===== config.mk =====
export PLATFORM = sky130hd
export DESIGN_NAME = pipe_core
export DESIGN_NICKNAME = d
export VERILOG_FILES = /design/src/design/isa_pkg.sv /design/src/design/core_pkg.sv /design/src/design/decode_if.sv /design/src/design/fetch_unit.sv /design/src/design/reg_file.sv /design/src/design/decode_unit.sv /design/src/design/execute_unit.sv /design/src/design/pipe_core.sv
export SDC_FILE = /design/constraint.sdc
export NUM_CORES = 2
export LEC_CHECK = 0
export BUFFER_PORTS_ARGS = -buffer_cell sky130_fd_sc_hd__buf_4
export CAP_MARGIN = 10
export CORE_UTILIZATION = 35
export DETAILED_ROUTE_END_ITERATION = 6
export SYNTH_ARGS = -nofsm -noshare
export SYNTH_HDL_FRONTEND = slang
export SYNTH_SLANG_ARGS = --single-unit

===== constraint.sdc =====
create_clock -name clk -period 5 [get_ports clk]
set_input_delay 0.25 -clock clk [delete_from_list [all_inputs] [get_ports clk]]
set_output_delay 0.25 -clock clk [all_outputs]
set_load 0.02 [all_outputs]

===== src/design/isa_pkg.sv =====
`default_nettype none

package isa_pkg;

    // field widths of the 32-bit instruction word
    localparam int ILEN      = 32;
    localparam int OPCODE_W  = 5;
    localparam int REG_SEL_W = 5;
    localparam int IMM_W     = 17;
    localparam int COND_W    = 2;

    // opcodes
    localparam logic [OPCODE_W-1:0] OP_NOP  = 5'd0;
    localparam logic [OPCODE_W-1:0] OP_ADD  = 5'd1;
    localparam logic [OPCODE_W-1:0] OP_SUB  = 5'd2;
    localparam logic [OPCODE_W-1:0] OP_AND  = 5'd3;
    localparam logic [OPCODE_W-1:0] OP_OR   = 5'd4;
    localparam logic [OPCODE_W-1:0] OP_XOR  = 5'd5;
    localparam logic [OPCODE_W-1:0] OP_ADDI = 5'd6;
    localparam logic [OPCODE_W-1:0] OP_BR   = 5'd7;
    localparam logic [OPCODE_W-1:0] OP_JMP  = 5'd8;

    // branch conditions, held in the low bits of rd
    localparam logic [COND_W-1:0] COND_EQ = 2'd0;
    localparam logic [COND_W-1:0] COND_NE = 2'd1;
    localparam logic [COND_W-1:0] COND_MI = 2'd2;
    localparam logic [COND_W-1:0] COND_PL = 2'd3;

    // one word, two views
    typedef union packed {
        struct packed {
            logic [OPCODE_W-1:0]                  opcode;
            logic [REG_SEL_W-1:0]                 rd;
            logic [REG_SEL_W-1:0]                 rs1;
            logic [REG_SEL_W-1:0]                 rs2;
            logic [ILEN-OPCODE_W-3*REG_SEL_W-1:0] spare;
        } r;
        struct packed {
            logic [OPCODE_W-1:0]     opcode;
            logic [REG_SEL_W-1:0]    rd;
            logic [REG_SEL_W-1:0]    rs1;
            logic signed [IMM_W-1:0] imm;
        } i;
    } instr_t;

endpackage

`default_nettype wire


===== src/design/core_pkg.sv =====
`default_nettype none

package core_pkg;

    // data path width
    localparam int XLEN = 32;

    // register file depth, r0 included
    localparam int NUM_REGS = 32;

    // flag register bit positions
    localparam int FLAG_Z = 0;
    localparam int FLAG_N = 1;

endpackage

`default_nettype wire


===== src/design/decode_if.sv =====
`timescale 1ns/1ps
`default_nettype none

interface decode_if;
    import isa_pkg::*;
    import core_pkg::*;

    // slot holds a real instruction
    logic                 valid;
    logic [OPCODE_W-1:0]  op;
    logic [REG_SEL_W-1:0] rd;
    // source selectors kept for forwarding
    logic [REG_SEL_W-1:0] rs1_sel;
    logic [REG_SEL_W-1:0] rs2_sel;
    // register values read in decode
    logic [XLEN-1:0]      a;
    logic [XLEN-1:0]      b;
    // sign extended immediate
    logic [XLEN-1:0]      imm;
    logic [XLEN-1:0]      pc;

    modport producer (output valid, op, rd, rs1_sel, rs2_sel, a, b, imm, pc);
    modport consumer (input valid, op, rd, rs1_sel, rs2_sel, a, b, imm, pc);

endinterface

`default_nettype wire


===== src/design/fetch_unit.sv =====
`timescale 1ns/1ps
`default_nettype none

module fetch_unit #(
    parameter logic [core_pkg::XLEN-1:0] RESET_PC = '0
) (
    input  logic                      clk,
    input  logic                      rst_n,
    input  logic                      redirect,
    input  logic [core_pkg::XLEN-1:0] redirect_pc,
    input  logic                      instr_valid,
    input  logic [31:0]               instr_data,
    output logic                      instr_rd,
    output logic [core_pkg::XLEN-1:0] instr_addr,
    output logic                      fd_valid,
    output logic [31:0]               fd_instr,
    output logic [core_pkg::XLEN-1:0] fd_pc
);
    import core_pkg::*;

    // word address of the next request
    logic [XLEN-1:0] pc;
    // outstanding fetch belongs to a flushed path
    logic            discard;
    logic            done;
    logic            issue;
    logic [XLEN-1:0] next_addr;

    assign done      = instr_rd && instr_valid;
    // free to start a new request
    assign issue     = !instr_rd || done;
    assign next_addr = redirect ? redirect_pc : pc;

    //////////////////////////////////////////////////
    // request side
    always_ff @(posedge clk) begin
        if (!rst_n) begin
            pc       <= RESET_PC;
            discard  <= 1'b0;
            instr_rd <= 1'b0;
            fd_valid <= 1'b0;
        end else begin
            if (issue) begin
                instr_rd   <= 1'b1;
                instr_addr <= next_addr;
                pc         <= next_addr + XLEN'(1);
                discard    <= 1'b0;
            end else if (redirect) begin
                // old request still in flight, drop it on return
                pc      <= redirect_pc;
                discard <= 1'b1;
            end
            // stale or wrong-path data never enters decode
            fd_valid <= done && !discard && !redirect;
        end
    end

    //////////////////////////////////////////////////
    // fetch/decode register payload
    always_ff @(posedge clk) begin
        if (done) begin
            fd_instr <= instr_data;
            fd_pc    <= instr_addr;
        end
    end

    // memory sees one address per request
    a_addr_stable : assert property (@(posedge clk) disable iff (!rst_n)
        instr_rd && !instr_valid |=> instr_rd && $stable(instr_addr));

endmodule

`default_nettype wire


===== src/design/reg_file.sv =====
`timescale 1ns/1ps
`default_nettype none

module reg_file (
    input  logic                         clk,
    input  logic                         rst_n,
    input  logic [isa_pkg::REG_SEL_W-1:0] rs1_sel,
    input  logic [isa_pkg::REG_SEL_W-1:0] rs2_sel,
    input  logic                         wb_valid,
    input  logic [isa_pkg::REG_SEL_W-1:0] wb_sel,
    input  logic [core_pkg::XLEN-1:0]    wb_data,
    output logic [core_pkg::XLEN-1:0]    rs1_data,
    output logic [core_pkg::XLEN-1:0]    rs2_data
);
    import core_pkg::*;

    logic [XLEN-1:0] regs [NUM_REGS];
    logic            we;

    // r0 is never stored, no writes while in reset
    assign we = rst_n && wb_valid && (wb_sel != '0);

    always_ff @(posedge clk) begin
        if (we) begin
            regs[wb_sel] <= wb_data;
        end
    end

    // write-through covers the instruction two ahead
    assign rs1_data = (rs1_sel == '0) ? '0 :
                      (we && wb_sel == rs1_sel) ? wb_data : regs[rs1_sel];
    assign rs2_data = (rs2_sel == '0) ? '0 :
                      (we && wb_sel == rs2_sel) ? wb_data : regs[rs2_sel];

endmodule

`default_nettype wire


===== src/design/decode_unit.sv =====
`timescale 1ns/1ps
`default_nettype none

module decode_unit (
    input  logic                          clk,
    input  logic                          rst_n,
    input  logic                          fd_valid,
    input  logic [31:0]                   fd_instr,
    input  logic [core_pkg::XLEN-1:0]     fd_pc,
    input  logic                          redirect,
    input  logic                          wb_valid,
    input  logic [isa_pkg::REG_SEL_W-1:0] wb_sel,
    input  logic [core_pkg::XLEN-1:0]     wb_data,
    decode_if.producer                    de
);
    import isa_pkg::*;
    import core_pkg::*;

    instr_t               ins;
    logic [OPCODE_W-1:0]  op;
    logic [REG_SEL_W-1:0] rs1_sel;
    logic [REG_SEL_W-1:0] rs2_sel;
    logic [XLEN-1:0]      rs1_data;
    logic [XLEN-1:0]      rs2_data;
    logic [XLEN-1:0]      imm_ext;
    logic [XLEN-1:0]      imm_sx;

    assign ins    = fd_instr;
    assign imm_sx = {{(XLEN-IMM_W){ins.i.imm[IMM_W-1]}}, ins.i.imm};

    //////////////////////////////////////////////////
    // field decode
    always_comb begin
        op      = ins.r.opcode;
        rs1_sel = '0;
        rs2_sel = '0;
        imm_ext = '0;
        case (ins.r.opcode)
            // register view
            OP_ADD, OP_SUB, OP_AND, OP_OR, OP_XOR: begin
                rs1_sel = ins.r.rs1;
                rs2_sel = ins.r.rs2;
            end
            // immediate view
            OP_ADDI: begin
                rs1_sel = ins.i.rs1;
                imm_ext = imm_sx;
            end
            // offset only, rd carries the condition
            OP_BR, OP_JMP: begin
                imm_ext = imm_sx;
            end
            OP_NOP: begin
            end
            // unknown opcode runs as a bubble
            default: begin
                op = OP_NOP;
            end
        endcase
    end

    reg_file u_reg_file (
        .clk      (clk),
        .rst_n    (rst_n),
        .rs1_sel  (rs1_sel),
        .rs2_sel  (rs2_sel),
        .wb_valid (wb_valid),
        .wb_sel   (wb_sel),
        .wb_data  (wb_data),
        .rs1_data (rs1_data),
        .rs2_data (rs2_data)
    );

    //////////////////////////////////////////////////
    // decode/execute register
    always_ff @(posedge clk) begin
        if (!rst_n) begin
            de.valid <= 1'b0;
        end else begin
            // younger slot dies with a taken branch
            de.valid <= fd_valid && !redirect;
        end
    end

    always_ff @(posedge clk) begin
        if (fd_valid) begin
            de.op      <= op;
            de.rd      <= ins.r.rd;
            de.rs1_sel <= rs1_sel;
            de.rs2_sel <= rs2_sel;
            de.a       <= rs1_data;
            de.b       <= rs2_data;
            de.imm     <= imm_ext;
            de.pc      <= fd_pc;
        end
    end

endmodule

`default_nettype wire


===== src/design/execute_unit.sv =====
`timescale 1ns/1ps
`default_nettype none

module execute_unit (
    input  logic                          clk,
    input  logic                          rst_n,
    decode_if.consumer                    de,
    output logic                          redirect,
    output logic [core_pkg::XLEN-1:0]     redirect_pc,
    output logic                          wb_valid,
    output logic [isa_pkg::REG_SEL_W-1:0] wb_sel,
    output logic [core_pkg::XLEN-1:0]     wb_data
);
    import isa_pkg::*;
    import core_pkg::*;

    logic [XLEN-1:0]   op_a;
    logic [XLEN-1:0]   op_b;
    logic [XLEN-1:0]   alu_out;
    logic              is_alu;
    // N and Z
    logic [1:0]        flags;
    logic [COND_W-1:0] cond;
    logic              cond_met;
    logic              taken;

    //////////////////////////////////////////////////
    // forwarding from the execute/writeback register
    assign op_a = (wb_valid && wb_sel != '0 && wb_sel == de.rs1_sel) ? wb_data : de.a;
    assign op_b = (wb_valid && wb_sel != '0 && wb_sel == de.rs2_sel) ? wb_data : de.b;

    // alu
    always_comb begin
        is_alu  = 1'b1;
        alu_out = '0;
        case (de.op)
            OP_ADD:  alu_out = op_a + op_b;
            OP_SUB:  alu_out = op_a - op_b;
            OP_AND:  alu_out = op_a & op_b;
            OP_OR:   alu_out = op_a | op_b;
            OP_XOR:  alu_out = op_a ^ op_b;
            OP_ADDI: alu_out = op_a + de.imm;
            default: is_alu = 1'b0;
        endcase
    end

    //////////////////////////////////////////////////
    // branch resolution against the flag register
    assign cond = de.rd[COND_W-1:0];

    always_comb begin
        cond_met = 1'b0;
        case (cond)
            COND_EQ: cond_met = flags[FLAG_Z];
            COND_NE: cond_met = !flags[FLAG_Z];
            COND_MI: cond_met = flags[FLAG_N];
            COND_PL: cond_met = !flags[FLAG_N];
            default: cond_met = 1'b0;
        endcase
    end

    assign taken       = (de.op == OP_JMP) || (de.op == OP_BR && cond_met);
    assign redirect    = de.valid && taken;
    // target relative to the next word
    assign redirect_pc = de.pc + XLEN'(1) + de.imm;

    // flags and writeback valid
    always_ff @(posedge clk) begin
        if (!rst_n) begin
            flags    <= '0;
            wb_valid <= 1'b0;
        end else begin
            wb_valid <= de.valid && is_alu;
            if (de.valid && is_alu) begin
                flags[FLAG_N] <= alu_out[XLEN-1];
                flags[FLAG_Z] <= (alu_out == '0);
            end
        end
    end

    // writeback payload
    always_ff @(posedge clk) begin
        if (de.valid) begin
            wb_sel  <= de.rd;
            wb_data <= alu_out;
        end
    end

    // a taken slot is real, and decode empties the slot behind it
    a_redirect_flush : assert property (@(posedge clk) disable iff (!rst_n)
        redirect |-> de.valid ##1 (!de.valid && !redirect));

endmodule

`default_nettype wire


===== src/design/pipe_core.sv =====
`timescale 1ns/1ps
`default_nettype none

module pipe_core #(
    parameter logic [core_pkg::XLEN-1:0] RESET_PC = '0
) (
    input  logic                          clk,
    input  logic                          rst_n,
    input  logic                          instr_valid,
    input  logic [31:0]                   instr_data,
    output logic                          instr_rd,
    output logic [core_pkg::XLEN-1:0]     instr_addr,
    output logic                          wb_valid,
    output logic [isa_pkg::REG_SEL_W-1:0] wb_sel,
    output logic [core_pkg::XLEN-1:0]     wb_data
);
    import core_pkg::*;

    // redirect from execute
    logic            redirect;
    logic [XLEN-1:0] redirect_pc;
    // fetch/decode register
    logic            fd_valid;
    logic [31:0]     fd_instr;
    logic [XLEN-1:0] fd_pc;

    decode_if de_bus ();

    //////////////////////////////////////////////////
    fetch_unit #(
        .RESET_PC (RESET_PC)
    ) u_fetch (
        .clk         (clk),
        .rst_n       (rst_n),
        .redirect    (redirect),
        .redirect_pc (redirect_pc),
        .instr_valid (instr_valid),
        .instr_data  (instr_data),
        .instr_rd    (instr_rd),
        .instr_addr  (instr_addr),
        .fd_valid    (fd_valid),
        .fd_instr    (fd_instr),
        .fd_pc       (fd_pc)
    );

    decode_unit u_decode (
        .clk      (clk),
        .rst_n    (rst_n),
        .fd_valid (fd_valid),
        .fd_instr (fd_instr),
        .fd_pc    (fd_pc),
        .redirect (redirect),
        .wb_valid (wb_valid),
        .wb_sel   (wb_sel),
        .wb_data  (wb_data),
        .de       (de_bus)
    );

    execute_unit u_execute (
        .clk         (clk),
        .rst_n       (rst_n),
        .de          (de_bus),
        .redirect    (redirect),
        .redirect_pc (redirect_pc),
        .wb_valid    (wb_valid),
        .wb_sel      (wb_sel),
        .wb_data     (wb_data)
    );

endmodule

`default_nettype wire


==> impl_metrics.tcl <==
set metrics [dict create \
    setup-tns-final_ns -0.426 \
    synth_warnings 0 \
    cp-start-kind "register" \
    finalHoldViolCount 0 \
    core_um2 192000 \
    synth_cell_type_count 92 \
    final_cell_mix "edfxtp_1 (1,290), nand2_1 (901), buf_4 (462)" \
    worstSetupPathType "reg -> reg" \
    finalSetupViolations 3 \
    synth-edff-count 1290 \
    synth_top_cell_by_area "edfxtp_1" \
    die_h_um 442 \
    max_freq_ghz 0.192 \
    die_area_um2 195000 \
    placed_cells 8444 \
    syn_area_um2 67700 \
    gp_congestion 0.942 \
    rsz0062_at_grt "true" \
    top_usage_layer "met2" \
    io_pins 106 \
    p_per_area_nw_per_um2 312 \
    num_antenna_cells 0 \
    synth_top_cell_area_share_pct 57.2 \
    ys_ff_latch 1329 \
    instances_no_fill 8762 \
    nets 6281 \
    vias 53900 \
    worst_pin_slew_ns 1.34 \
    fillers 17800 \
    hold_start "instr_data[12]" \
    vias_per_cell 6.16 \
    critical-path-max-stage-delay_ns 0.47 \
    multi_input_area_um2 26800 \
    grt_antenna_before_repair 1 \
    holdWs_ns 0.145 \
    grt_pass1_vias 52200 \
    worst-path-buf-inv 5 \
    dp_slack_ns -0.470 \
    grt_max_degree 130 \
    io_buffers 105 \
    maxSlewViolCount 0 \
    netlist_top_cells_area "edfxtp_1 (57%), nand2_1 (5.1%), mux2i_1 (3.8%)" \
    r2r_start "u_execute.wb_sel[2]$_DFFE_PP_" \
    synth.avg_cell_area_um2 11.5 \
    met1_usage_pct 31.7 \
    syn2layout_area_growth_pct 17.5 \
    cts_buffer_depth 3 \
    p_leak_nw 26.8 \
    maxCapViolCount 0 \
    htreeDepth 4 \
    cts_sinks 1329 \
    rows 161 \
    ys_seq_area_share_pct 58.4 \
    ir_worst_vdd_mv 0.373 \
    cp_data_arrival_time_ns 5.95 \
    slowest_stage "or4_4" \
    seq_area_um2 39500 \
    status "complete, but fails checks" \
    drc 3 \
    setup_slack_ns -0.218 \
    final_common_cell "edfxtp_1" \
    grt_usage_pct 24.6 \
    syn_inst 5867 \
    drtIter0Drc 6330 \
    fin_crit_ns 5.22 \
    post_drt_wl_per_cell_um 28.3 \
    detail_route.wirelength_mm 248 \
    use_met3_pct 5.13 \
    violations "DRC, setup timing" \
    cp_max_fo 6 \
    drive_gt1_share_pct 17.6 \
    finalPower_w 0.0248 \
    cts_buffers 147 \
    hpwl_mm 148 \
    grt.met2_usage_pct 39.2 \
    first_pass_iters 7 \
    synth_ff_type "edfxtp_1" \
    cp_common_cell "buf_4" \
    overflow 0 \
    clock-root-buffer "clkbuf_16" \
    clock_latency_ns 0.84 \
    cts_tree "done" \
    hold_class "in -> reg" \
    worstSetupEndpointType "register" \
    ant_nets 0 \
    async_flop_share_pct 0 \
    initial_utilization_pct 35.2 \
    finClkSkew_ns 0.0581 \
    required_ns 5.73 \
    grt_pass1_wl_mm 358 \
    dieWidth_um 442 \
    slew_headroom_pct 10.3 \
    cp-startpoint "u_execute.wb_sel[2]$_DFFE_PP_" \
    clk_pin_slew_worst_paths_ns 0.06 \
    cp_top_family "compound AO/OA/AOI/OAI gates" \
    min_period_over_period_pct 104 \
]
## metal layers
metal	share of wire (%)	wire length (µm)	up-vias
li1	-	-	23300
met1	39	96600	27000
met2	46	114000	3007
met3	9.5	23400	643
met4	5.5	13700	2
met5	0.0053	13	-
## cell usage after synthesis, types with 13 or more instances
cell / number
a211oi_1: 20
a21o_1: 33
a21oi_1: 195
a221o_1: 19
a221oi_1: 80
a22o_1: 17
a22oi_1: 53
a311oi_1: 210
a31oi_1: 168
and2_1: 45
and3_1: 92
buf_1: 40
buf_2: 23
clkbuf_1: 410
dfxtp_1: 39
edfxtp_1: 1290
ha_1: 126
inv_1: 97
mux2_2: 207
mux2i_1: 260
nand2_1: 916
nand3_1: 187
nand4_1: 22
nor2_1: 171
nor3_1: 250
nor4_1: 17
o211ai_1: 154
o21a_1: 13
o21ai_0: 258
o221ai_1: 139
o311ai_0: 18
o31ai_1: 16
or3_1: 29
xnor2_1: 46
xor2_1: 22
## registers in the layout, indices dropped and copies added (netlist names), 2 cells and up
signal / flops
u_decode.de.op: 5
u_fetch.instr_addr: 32
u_fetch.fd_pc: 32
u_execute.flags: 2
u_execute.wb_data: 32
u_decode.de.rd: 5
u_decode.de.a: 32
u_decode.u_reg_file.regs: 1024
u_decode.de.pc: 32
u_decode.de.b: 32
u_decode.de.rs2_sel: 5
u_decode.de.rs1_sel: 5
u_decode.de.imm: 17
u_execute.wb_sel: 5
u_fetch.fd_instr: 32
u_fetch.pc: 32
## worst paths after layout
check / end / slack [ns] / depth (start not counted)
worst min-delay path: u_fetch.fd_instr[12]$_DFFE_PP_ / 0.15 / 2
worst max register to register: u_execute.flags[0]$_SDFFE_PN0P_ / -0.22 / 26
worst max-delay path: u_execute.flags[0]$_SDFFE_PN0P_ / -0.22 / 26
worst min register to register: u_decode.de.pc[10]$_DFFE_PP_ / 0.39 / 0
## cells by family after synthesis
kind of cell,synth area share [%]
AO/OA/AOI/OAI,15.3
flip-flops,58.4
multiplexers,7.33
other,0.00554
buffers and inverters,3.30
XOR/XNOR,0.880
adder cells (fa/ha/maj),2.39
AND/OR/NAND/NOR,12.4
## per-stage QoR
stage               utilization, %  instance area, µm²
global placement              38.4               73800
global route                  41.3               79500
floorplan                        -               67900
detailed placement            38.4               73800
CTS                           41.2               79300
finish                        41.3               79500
## area by class of cell
class	count	area share [%]
tap	2526	3.97
sequential	1329	49.7
timing repair buffer	548	6.07
clock buffer	176	4.78
clock inverter	91	1.20
inverter	104	0.532
multi-input combinational	3988	33.7
## where the power goes
group	total (W)	leakage (nW)	switching, W	internal [W]
Combinational	0.00170	12.4	0.00111	0.000596
Clock	0.0109	2.31	0.00481	0.00607
Sequential	0.0123	12.1	0.0000525	0.0122
## what timing repair did
action                     in CTS  in global routing
hold buffers                   34                  0
gates resized for setup        54                 47
gates cloned                    1                  0
setup buffers                  11                  6
setup endpoints to repair       5                 19
pin swaps                      45                 31
hold endpoints to repair       53                  0
(Power assumes the default switching activity.)
